### src/verilog/mmu_macros.svh
`ifndef MMU_MACROS_SVH
`define MMU_MACROS_SVH

`define MMU_TLB_ENTRIES 16

`define MMU_VA_W 32
`define MMU_PA_W 34
`define MMU_PPN_W 22
`define MMU_VPN_W 20
`define MMU_OFFSET_W 12

// Bit positions inside a page table entry
`define MMU_PTE_V 0
`define MMU_PTE_R 1
`define MMU_PTE_W 2
`define MMU_PTE_X 3
`define MMU_PTE_U 4
`define MMU_PTE_G 5
`define MMU_PTE_A 6
`define MMU_PTE_D 7

`endif

### src/verilog/mmu_pkg.sv
`default_nettype none

package mmu_pkg;

	typedef enum logic [1:0] {
		access_load  = 2'd0,
		access_store = 2'd1,
		access_fetch = 2'd2
	} access_t;

	typedef enum logic [2:0] {
		walk_idle    = 3'd0,
		walk_l1_req  = 3'd1,
		walk_l1_wait = 3'd2,
		walk_l0_req  = 3'd3,
		walk_l0_wait = 3'd4,
		walk_done    = 3'd5
	} walk_state_t;

	typedef enum logic [2:0] {
		top_idle    = 3'd0,
		top_lookup  = 3'd1,
		top_walk    = 3'd2,
		top_retry   = 3'd3,
		top_respond = 3'd4
	} top_state_t;

endpackage

`default_nettype wire

### src/verilog/mmu_ptw.sv
`default_nettype none

`include "mmu_macros.svh"

module mmu_ptw (
	input  logic                  clk,
	input  logic                  rst_n,

	input  logic                  walk_start,
	input  logic [`MMU_VPN_W-1:0] vpn,
	input  logic [`MMU_PPN_W-1:0] root_ppn,

	output logic                  mem_rd,
	output logic [`MMU_PA_W-1:0]  mem_addr,
	input  logic                  mem_rvalid,
	input  logic [31:0]           mem_rdata,

	output logic                  walk_done,
	output logic                  walk_fault,
	output logic [`MMU_PPN_W-1:0] walk_ppn,
	output logic [7:0]            walk_tag
);

	mmu_pkg::walk_state_t  state;

	logic [`MMU_VPN_W-1:0] vpn_r;
	logic [`MMU_PPN_W-1:0] table_ppn; // Base of the table being read
	logic                  level1;
	logic [9:0]            vpn_part;
	logic                  rsp_in;

	logic                  pte_v;
	logic                  pte_r;
	logic                  pte_w;
	logic                  pte_x;
	logic                  pte_bad;
	logic                  pte_leaf;
	logic                  pte_misaligned;
	logic [`MMU_PPN_W-1:0] pte_ppn;

	logic                  fault_next;
	logic [`MMU_PPN_W-1:0] ppn_next;

	assign level1 = (state == mmu_pkg::walk_l1_req) || (state == mmu_pkg::walk_l1_wait);
	assign vpn_part = level1 ? vpn_r[19:10] : vpn_r[9:0];

	// Entries are four bytes wide
	assign mem_addr = {table_ppn, vpn_part, 2'b00};
	assign mem_rd = (state == mmu_pkg::walk_l1_req) || (state == mmu_pkg::walk_l0_req);
	assign walk_done = (state == mmu_pkg::walk_done);

	assign rsp_in = mem_rvalid &&
		((state == mmu_pkg::walk_l1_wait) || (state == mmu_pkg::walk_l0_wait));

	assign pte_v   = mem_rdata[`MMU_PTE_V];
	assign pte_r   = mem_rdata[`MMU_PTE_R];
	assign pte_w   = mem_rdata[`MMU_PTE_W];
	assign pte_x   = mem_rdata[`MMU_PTE_X];
	assign pte_ppn = mem_rdata[31:10];

	assign pte_bad        = !pte_v || (pte_w && !pte_r);
	assign pte_leaf       = pte_r || pte_x;
	assign pte_misaligned = (mem_rdata[19:10] != 10'd0);

	always_comb begin
		fault_next = pte_bad;
		ppn_next   = pte_ppn;
		if (level1) begin
			// A megapage keeps the low page number bits of the request
			fault_next = pte_bad || (pte_leaf && pte_misaligned);
			ppn_next   = {pte_ppn[21:10], vpn_r[9:0]};
		end else if (!pte_leaf) begin
			fault_next = 1'b1; // No third level in Sv32
		end
	end

	always_ff @(posedge clk) begin
		if (!rst_n) begin
			state <= mmu_pkg::walk_idle;
		end else begin
			case (state)
				mmu_pkg::walk_idle: begin
					if (walk_start) begin
						state <= mmu_pkg::walk_l1_req;
					end
				end
				mmu_pkg::walk_l1_req: begin
					state <= mmu_pkg::walk_l1_wait;
				end
				mmu_pkg::walk_l1_wait: begin
					if (mem_rvalid) begin
						if (pte_bad || pte_leaf) begin
							state <= mmu_pkg::walk_done;
						end else begin
							state <= mmu_pkg::walk_l0_req;
						end
					end
				end
				mmu_pkg::walk_l0_req: begin
					state <= mmu_pkg::walk_l0_wait;
				end
				mmu_pkg::walk_l0_wait: begin
					if (mem_rvalid) begin
						state <= mmu_pkg::walk_done;
					end
				end
				mmu_pkg::walk_done: begin
					state <= mmu_pkg::walk_idle;
				end
				default: begin
					state <= mmu_pkg::walk_idle;
				end
			endcase
		end
	end

	always_ff @(posedge clk) begin
		if ((state == mmu_pkg::walk_idle) && walk_start) begin
			vpn_r     <= vpn;
			table_ppn <= root_ppn;
		end
		if (rsp_in) begin
			walk_fault <= fault_next;
			walk_ppn   <= ppn_next;
			walk_tag   <= mem_rdata[7:0];
			if (level1 && !pte_bad && !pte_leaf) begin
				table_ppn <= pte_ppn; // Follow the pointer down to level 0
			end
		end
	end

endmodule

`default_nettype wire

### src/verilog/mmu_tlb.sv
`default_nettype none

`include "mmu_macros.svh"

module mmu_tlb #(
	parameter int ENTRIES = `MMU_TLB_ENTRIES
) (
	input  logic                  clk,
	input  logic                  rst_n,

	input  logic                  enable,
	input  logic [`MMU_VPN_W-1:0] virtual_address,

	input  logic                  invalidate,
	input  logic                  resolve,
	input  logic                  write,

	input  logic [`MMU_VPN_W-1:0] virtual_address_w,
	input  logic [7:0]            accesstag_w,
	input  logic [`MMU_PPN_W-1:0] phys_w,

	output logic                  miss,
	output logic                  done,
	output logic [7:0]            accesstag_r,
	output logic [`MMU_PPN_W-1:0] phys_r
);

	localparam int ENTRIES_W = $clog2(ENTRIES);
	localparam int TAG_W = `MMU_VPN_W - ENTRIES_W;

	// Bare mode grants everything and is not global
	localparam logic [7:0] BARE_TAG = ~(8'd1 << `MMU_PTE_G);

	logic [ENTRIES_W-1:0]  set_index;
	logic [ENTRIES_W-1:0]  set_index_w;
	logic [TAG_W-1:0]      virt_tag;
	logic [TAG_W-1:0]      virt_tag_w;

	logic [ENTRIES-1:0]    valid;
	logic [7:1]            accesstag [ENTRIES];
	logic [TAG_W-1:0]      tag       [ENTRIES];
	logic [`MMU_PPN_W-1:0] phys      [ENTRIES];

	logic [ENTRIES_W-1:0]  set_index_r;
	logic [TAG_W-1:0]      virt_tag_r;
	logic                  enable_r;
	logic                  resolve_r;
	logic                  hit;

	// Low page number bits pick the entry, the rest is compared
	assign set_index   = virtual_address[ENTRIES_W-1:0];
	assign virt_tag    = virtual_address[`MMU_VPN_W-1:ENTRIES_W];
	assign set_index_w = virtual_address_w[ENTRIES_W-1:0];
	assign virt_tag_w  = virtual_address_w[`MMU_VPN_W-1:ENTRIES_W];

	always_ff @(posedge clk) begin
		if (!rst_n) begin
			valid     <= '0;
			resolve_r <= 1'b0;
			enable_r  <= 1'b0;
		end else begin
			resolve_r <= resolve;
			if (resolve) begin
				enable_r <= enable;
			end else if (write) begin
				valid[set_index_w] <= accesstag_w[`MMU_PTE_V];
			end else if (invalidate) begin
				valid <= '0; // Flush every entry
			end
		end
	end

	always_ff @(posedge clk) begin
		if (resolve) begin
			set_index_r <= set_index;
			virt_tag_r  <= virt_tag;
		end else if (write) begin
			accesstag[set_index_w] <= accesstag_w[7:1];
			tag[set_index_w]       <= virt_tag_w;
			phys[set_index_w]      <= phys_w;
		end
	end

	assign hit  = valid[set_index_r] && (tag[set_index_r] == virt_tag_r);
	assign done = resolve_r;
	assign miss = resolve_r && enable_r && !hit;

	always_comb begin
		if (enable_r) begin
			phys_r      = phys[set_index_r];
			accesstag_r = {accesstag[set_index_r], valid[set_index_r]};
		end else begin
			// Index and tag together give back the page number
			phys_r      = {{(`MMU_PPN_W - `MMU_VPN_W){1'b0}}, virt_tag_r, set_index_r};
			accesstag_r = BARE_TAG;
		end
	end

endmodule

`default_nettype wire

### src/verilog/mmu_top.sv
`default_nettype none

`include "mmu_macros.svh"

module mmu_top (
	input  logic                  clk,
	input  logic                  rst_n,

	input  logic                  req,
	input  logic [`MMU_VA_W-1:0]  vaddr,
	input  mmu_pkg::access_t      access,
	input  logic                  satp_mode,
	input  logic [`MMU_PPN_W-1:0] satp_root_ppn,
	input  logic                  invalidate,

	output logic                  rsp_valid,
	output logic [`MMU_PA_W-1:0]  paddr,
	output logic                  fault,

	output logic                  mem_rd,
	output logic [`MMU_PA_W-1:0]  mem_addr,
	input  logic                  mem_rvalid,
	input  logic [31:0]           mem_rdata
);

	mmu_pkg::top_state_t   state;
	logic [`MMU_VA_W-1:0]  vaddr_r;
	mmu_pkg::access_t      access_r;

	logic                  idle;
	logic                  accept;
	logic                  hit;
	logic                  perm_ok;

	logic                  tlb_resolve;
	logic                  tlb_write;
	logic                  tlb_invalidate;
	logic [`MMU_VPN_W-1:0] tlb_vpn;
	logic                  tlb_miss;
	logic                  tlb_done;
	logic [7:0]            tlb_tag;
	logic [`MMU_PPN_W-1:0] tlb_phys;

	logic                  walk_start;
	logic                  walk_done;
	logic                  walk_fault;
	logic [`MMU_PPN_W-1:0] walk_ppn;
	logic [7:0]            walk_tag;

	assign idle   = (state == mmu_pkg::top_idle);
	assign accept = idle && req;
	assign hit    = (state == mmu_pkg::top_lookup) && tlb_done && !tlb_miss;

	// The first lookup uses the live address so a hit answers in two cycles
	assign tlb_vpn        = idle ? vaddr[`MMU_VA_W-1:`MMU_OFFSET_W]
		: vaddr_r[`MMU_VA_W-1:`MMU_OFFSET_W];
	assign tlb_resolve    = accept || (state == mmu_pkg::top_retry);
	assign tlb_invalidate = idle && invalidate;
	assign tlb_write      = (state == mmu_pkg::top_walk) && walk_done && !walk_fault;
	assign walk_start     = (state == mmu_pkg::top_lookup) && tlb_done && tlb_miss;
	assign rsp_valid      = (state == mmu_pkg::top_respond);

	always_comb begin
		case (access_r)
			mmu_pkg::access_load:  perm_ok = tlb_tag[`MMU_PTE_R];
			mmu_pkg::access_store: perm_ok = tlb_tag[`MMU_PTE_W] && tlb_tag[`MMU_PTE_D];
			mmu_pkg::access_fetch: perm_ok = tlb_tag[`MMU_PTE_X];
			default:               perm_ok = 1'b0;
		endcase
		perm_ok = perm_ok && tlb_tag[`MMU_PTE_A];
	end

	always_ff @(posedge clk) begin
		if (!rst_n) begin
			state <= mmu_pkg::top_idle;
		end else begin
			case (state)
				mmu_pkg::top_idle:    if (req) state <= mmu_pkg::top_lookup;
				mmu_pkg::top_lookup: begin
					if (tlb_done) begin
						state <= tlb_miss ? mmu_pkg::top_walk : mmu_pkg::top_respond;
					end
				end
				mmu_pkg::top_walk: begin
					if (walk_done) begin
						state <= walk_fault ? mmu_pkg::top_respond : mmu_pkg::top_retry;
					end
				end
				mmu_pkg::top_retry:   state <= mmu_pkg::top_lookup;
				mmu_pkg::top_respond: state <= mmu_pkg::top_idle;
				default:              state <= mmu_pkg::top_idle;
			endcase
		end
	end

	always_ff @(posedge clk) begin
		if (accept) begin
			vaddr_r  <= vaddr;
			access_r <= access;
		end
		if (hit) begin
			paddr <= {tlb_phys, vaddr_r[`MMU_OFFSET_W-1:0]};
			fault <= !perm_ok;
		end else if ((state == mmu_pkg::top_walk) && walk_done && walk_fault) begin
			paddr <= '0;
			fault <= 1'b1;
		end
	end

	mmu_tlb #(
		.ENTRIES(`MMU_TLB_ENTRIES)
	) tlb_inst (
		.clk               (clk),
		.rst_n             (rst_n),
		.enable            (satp_mode),
		.virtual_address   (tlb_vpn),
		.invalidate        (tlb_invalidate),
		.resolve           (tlb_resolve),
		.write             (tlb_write),
		.virtual_address_w (vaddr_r[`MMU_VA_W-1:`MMU_OFFSET_W]),
		.accesstag_w       (walk_tag),
		.phys_w            (walk_ppn),
		.miss              (tlb_miss),
		.done              (tlb_done),
		.accesstag_r       (tlb_tag),
		.phys_r            (tlb_phys)
	);

	mmu_ptw ptw_inst (
		.clk        (clk),
		.rst_n      (rst_n),
		.walk_start (walk_start),
		.vpn        (vaddr_r[`MMU_VA_W-1:`MMU_OFFSET_W]),
		.root_ppn   (satp_root_ppn),
		.mem_rd     (mem_rd),
		.mem_addr   (mem_addr),
		.mem_rvalid (mem_rvalid),
		.mem_rdata  (mem_rdata),
		.walk_done  (walk_done),
		.walk_fault (walk_fault),
		.walk_ppn   (walk_ppn),
		.walk_tag   (walk_tag)
	);

endmodule

`default_nettype wire
### config.mk
export PLATFORM = sky130hd
export DESIGN_NAME = mmu_top
export DESIGN_NICKNAME = d
export VERILOG_FILES = /design/src/verilog/mmu_pkg.sv /design/src/verilog/mmu_ptw.sv /design/src/verilog/mmu_tlb.sv /design/src/verilog/mmu_top.sv
export VERILOG_INCLUDE_DIRS = /design/src /design/src/verilog
export SDC_FILE = /design/constraint.sdc
export NUM_CORES = 1
export LEC_CHECK = 0
export BUFFER_PORTS_ARGS = -buffer_cell sky130_fd_sc_hd__buf_4
export CAP_MARGIN = 0
export CELL_PAD_IN_SITES_DETAIL_PLACEMENT = 1
export CELL_PAD_IN_SITES_GLOBAL_PLACEMENT = 2
export CORE_MARGIN = 3
export CORE_UTILIZATION = 48
export DETAILED_ROUTE_END_ITERATION = 8
export PLACE_DENSITY_LB_ADDON = 0.1
export SYNTH_ARGS = -nofsm -noshare
export SYNTH_HDL_FRONTEND = slang
export SYNTH_SLANG_ARGS = --single-unit
export TNS_END_PERCENT = 30
### constraint.sdc
create_clock -name clk -period 4.8 [get_ports clk]
set_input_delay 0.48 -clock clk [delete_from_list [all_inputs] [get_ports clk]]
set_output_delay 0.48 -clock clk [all_outputs]
set_load 0.005 [all_outputs]
=== After elaboration in Yosys (flattened, before gate mapping) ===
Memories as Yosys holds them, arrays and structs flattened. A register that Yosys moved wholly into a read port is not among the register bits.
Index checks and enable logic that the tools add are counted.

* Memories kept: 3
* Output and inout bits: 71
* Memory bits (read-only): 0
* Flip-flop bits (word level): 186
* Bits in latches: 0
* Bits in writable memories: 720

* Add/sub/neg operators: 0
* Equal/unequal tests: 18
* Reductions and logical operators: 45
* Shift-type cells: 0
* Mux-type cells: 39
* Divide/modulo/power cells: 0
* Multiply operators: 0
* Magnitude comparators: 3
* Bitwise gates (word level): 1

{| class="wikitable"
|+ Memory list
! memory !! words !! bits a word !! read ports !! clocked after Yosys merged registers in !! wr ports !! RTL line !! RTL
|-
| tlb_inst.phys || 16 || 22 || 1 || 1 || 1 || mmu_tlb.sv:42 || <nowiki>logic [`MMU_PPN_W-1:0] phys [ENTRIES];</nowiki>
|-
| tlb_inst.tag || 16 || 16 || 1 || 1 || 1 || mmu_tlb.sv:41 || <nowiki>logic [TAG_W-1:0] tag [ENTRIES];</nowiki>
|-
| tlb_inst.accesstag || 16 || 7 || 1 || 1 || 1 || mmu_tlb.sv:40 || <nowiki>logic [7:1] accesstag [ENTRIES];</nowiki>
|}

{| class="wikitable"
|+ Operators with widths
! kind !! count
|-
| 2-to-1 mux 22 bit || 4
|-
| 2-to-1 mux 34 bit || 2
|-
| 2-to-1 mux 16 bit || 2
|-
| 2-to-1 mux 3 bit || 9
|-
| logical AND 1 bit || 20
|-
| 2-to-1 mux 10 bit || 2
|-
| 2-to-1 mux 20 bit || 1
|-
| bitwise mux 16 bit || 1
|-
| == test 16 bit || 1
|-
| case mux 3 bit (5 select lines) || 1
|-
| == test 3 x 2 -> 1 bit (second input constant) || 4
|-
| 2-to-1 mux 4 bit || 3
|-
| case mux 3 bit (4 select lines) || 1
|-
| < comparator 4 x 5 -> 1 bit (second input constant) || 2
|-
| nonzero test 10 bit || 1
|-
| == test 3 bit (second input constant) || 3
|-
| 2-to-1 mux 1 bit || 9
|-
| zero test 1 bit || 8
|-
| logical OR 1 bit || 8
|-
| 2-to-1 mux 8 bit || 1
|-
| inequality test 2 bit (second input constant) || 4
|-
| == test 3 x 1 -> 1 bit (second input constant) || 2
|-
| zero test 3 bit || 2
|-
| AND reduction 3 bit || 2
|-
| 11 further kinds || 13
|}

=== Depth between registers and ports, before layout ===
* Depth in word-level cells: 10
* Depth in mapped cells: 15
* Depth with buffers taken out: 9

=== Modules after synthesis ===
Synthesis repeated with hierarchy kept, for this count alone.

* Cell total of the unflattened synthesis: 1632
* Area, all modules: 35400.2 um^2

{| class="wikitable"
|+ By module, submodules not included
! module !! cells an instance !! area an instance (um^2) !! times used
|-
| mmu_tlb || 1278 || 29399.4 || 1
|-
| mmu_ptw || 186 || 3166.8 || 1
|-
| mmu_top || 168 || 2834.0 || 1
|}

=== Worst setup path before layout ===
No wires, ideal clock.

* Path kind: register to register
* Start point: reg with a tool-made name
* End point: reg fault, enable pin
* Arrival: 3883 ps
* Required time: 4407 ps
* Library setup time: 393 ps
* Period minus slack after synthesis: 4276 ps
* Path buffers: 3
* Cell stages (with the launch flop): 12
* Setup slack: 524 ps
* Cell sequence: dfxtp_1 > buf_2 > buf_6 > mux4_2 > mux4_2 > xnor2_1 > nand4_1 > or4b_1 > nor4_4 > o21ai_1 > clkbuf_1 > nand2_1

{| class="wikitable"
|+ RTL lines
! what !! RTL line !! RTL
|-
| end signal, assigned || mmu_top.sv:103 || <nowiki>fault <= !perm_ok;</nowiki>
|-
| end, declared || mmu_top.sv:18 || <nowiki>output logic fault,</nowiki>
|}

==> flow_metrics.tcl <==
set metrics [dict create \
    cts_buffer_depth 3 \
    grt_pass1_wl_mm 128 \
    drt-wirelength-per-cell_um 30.8 \
    power_uw 16600 \
    synth_area_mm2 0.0338 \
    postCtsHoldBufs 2 \
    grt_pass1_vias 18200 \
    hold_slack_ns 0.0301 \
    antenna_found_initial 2 \
    syn_area_per_cell_um2 20.4 \
    dpl_cell_area_mm2 0.0363 \
    ir_worst_vdd_v 0.000252 \
    start_kind "register" \
    max_freq_mhz 241 \
    top_usage_layer "met2" \
    drive_gt1_share_pct 31.4 \
    path_class "reg2reg" \
    stdcell_area_mm2 0.0391 \
    totalWireLength_mm 88.4 \
    grt.overflow.total 0 \
    r2r_setup_slack_ns 0.66 \
    critPathCaptureType "register" \
    cp_slowest_cell "mux4_2" \
    hold_viol 0 \
    synth_top_area_share_pct 73.5 \
    tns_ns 0 \
    report.final.setup_viol 0 \
    synth.distinct_cells 53 \
    rows 96 \
    die_area_mm2 0.0736 \
    remaining_drc_errors 0 \
    fin_crit_sh_pct 86.3 \
    rr_worst_depth 10 \
    cp.arrival_ns 4.44 \
    drv_cap 0 \
    clkLatencyLatePin_ns 0.63 \
    cts_sinks 876 \
    fp.dieW_um 271 \
    grt.total_usage_pct 24.2 \
    cts_buffers 92 \
    place_hpwl_mm 50.9 \
    core_area_mm2 0.0692 \
    r2r_end "paddr[10]" \
    synthFlopType "edfxtp_1" \
    grt_max_degree 57 \
    antenna_cells 0 \
    drtAntennaViolNets 0 \
    ios 165 \
    power_leakage_uw 0.0127 \
    critPathMaxStageDelay_ns 0.60 \
    skew_ns 0.0216 \
    nets 1961 \
    cp_max_fo 35 \
    async_flop_share_pct 0 \
    status "completed" \
    syn_inst 1652 \
    clk_pin_slew_ns 0.06 \
    rsz0062_at_grt "false" \
    tightest_slew_ns 1.15 \
    slew_headroom_pct 23.1 \
    area_delta_synth_final_pct 15.8 \
    fp.dieH_um 271 \
    via_count 17000 \
    cts.repair.resized 0 \
    drv_slew 0 \
    min_period_ns 4.14 \
    cts_root_buf "clkbuf_16" \
    yosysSeqAreaShare_pct 76.4 \
    drt_pass1_iterations 5 \
    use_met2_pct 38.9 \
    hp-class "in2reg" \
    first_iter_violations 1845 \
    power.density_mw_per_mm2 424 \
    htree_levels 3 \
    io_buffers 158 \
    yosys.area.top_type "edfxtp_1" \
    start_util_pct 48.8 \
    yosys-top-cells-area "edfxtp_1 (73%), mux4_2 (12%), dfxtp_1 (3.0%)" \
    ys_seq_elements 876 \
    crit_path_end "paddr[10]" \
    path_cells "buf_4 -> mux4_2 -> mux4_2 -> xnor2_1 -> nand4_1 -> nor4_4 -> buf_4 -> o21ai_2 -> nand2_2 -> buf_12" \
    ys.warnings.count 0 \
    place_congestion 0.747 \
    grt_util_met3_pct 5.07 \
    synth_edf_count 826 \
    worstPathRequired_ns 5.10 \
    postCtsSetupBuffers 0 \
    cts_tree "yes" \
    grtUsageMet1_pct 34.6 \
    viasPerCell 5.93 \
]
==> layer usage <==
layer	part of all wire [%]	wire length [um]
met4	1.7	1500
met5	0	0
met1	42	37200
met2	49	42900
met3	7.6	6750
==> metrics by stage <==
stage	setup WS (ns)	std cells	utilization, %
2_1_floorplan	0.524	1653	-
3_3_place_gp	0.687	2702	52.5
3_5_place_dp	0.654	2702	52.5
4_1_cts	0.639	2867	56.5
5_1_grt	0.357	2867	56.5
6_report	0.659	2867	56.5
==> final cells by class <==
cell class / count / area [um2]
multi-input combinational: 678 / 7670
clock inverter: 46 / 362
sequential: 876 / 25800
timing repair buffer: 207 / 1620
tap: 931 / 1160
fill: 6049 / 30100
clock buffer: 117 / 2420
inverter: 12 / 45.0
==> worst max-delay path, delay by kind of cell (launching register included) <==
| kind | cells | cell delay, ns |
|---|---|---|
| muxes | 2 | 1.13 |
| buffers and inverters | 3 | 1.05 |
| and+or+nand+nor | 3 | 0.77 |
| DFF | 1 | 0.51 |
| xor gates and xnor gates | 1 | 0.17 |
| AOI/OAI and AO/OA | 1 | 0.07 |
==> cell families (layout without fill, tap and decap cells) <==
group / after synthesis / after routing / share of synthesized area [%]
xor gates and xnor gates: 21 / 21 / 0.545
AOI/OAI and AO/OA: 121 / 121 / 2.26
buffers and inverters: 99 / 382 / 1.30
other: 1 / 2 / 0.0111
DFF: 876 / 876 / 76.4
and+or+nand+nor: 230 / 230 / 3.45
muxes: 304 / 304 / 16.0
==> placed cells by master, fill, tap and decap left out, drive strengths merged, types with 12 or more instances in the layout <==
master,instances
clkbuf,117
inv,14
xnor2,17
nor2b,12
clkinv,38
mux2,56
nand3,14
or3b,13
o21ai,38
nor2,92
a31oi,15
mux2i,65
mux4,183
nand2,38
edfxtp,826
buf,205
and2,16
dfxtp,50
a21oi,22
==> synthesized netlist by cell type, drive strengths merged, types with 2 or more instances <==
master	count
a211oi	6
a21oi	22
a221oi	5
a311oi	3
a31oi	15
and2	16
and3	2
buf	46
clkbuf	41
dfxtp	50
edfxtp	826
inv	12
mux2	56
mux2i	65
mux4	183
nand2	38
nand2b	11
nand3	14
nand3b	6
nand4	4
nor2	92
nor2b	12
nor3	6
nor3b	5
nor4	3
o211ai	5
o21a	3
o21ai	38
o22ai	5
o311ai	2
o31a	9
o31ai	2
or2	2
or3b	13
or4	2
xnor2	17
xor2	4
==> state kept, by name, summed over array words and instances, names as in the netlist, 3 cells and up, named ones only <==
| signal | count |
|---|---|
| tlb_inst.phys | 352 |
| tlb_inst.tag | 256 |
| tlb_inst.accesstag | 80 |
| paddr | 34 |
| vaddr_r | 32 |
| ptw_inst.table_ppn | 22 |
| ptw_inst.walk_ppn | 22 |
| ptw_inst.vpn_r | 20 |
| tlb_inst.valid | 16 |
| tlb_inst.virt_tag_r | 16 |
| ptw_inst.walk_tag | 6 |
| tlb_inst.set_index_r | 4 |
| ptw_inst.state | 3 |
| state | 3 |
==> how the worst min path moves through the flow <==
stage	startpoint	endpoint	slack (ns)	cells after the start
after floorplan	vaddr_r[13]	ptw_inst.vpn_r[1]	0.42	0
after global placement	ptw_inst.table_ppn[11]	ptw_inst.table_ppn[11]	0.46	2
after detailed placement	ptw_inst.table_ppn[17]	ptw_inst.table_ppn[17]	0.47	2
after CTS	vaddr[1]	vaddr_r[1]	0.0006	1
after global routing	vaddr[7]	vaddr_r[7]	0.009	1
final	vaddr[7]	vaddr_r[7]	0.03	1
==> power breakdown <==
group / internal, uW / switching (uW) / leakage, uW / total [uW]
Sequential: 8410 / 172 / 0.00783 / 8580
Combinational: 678 / 640 / 0.00348 / 1320
Clock: 3860 / 2830 / 0.00137 / 6690
Total: 12900 / 3640 / 0.0127 / 16600
Power figures use the tool's default switching activity.
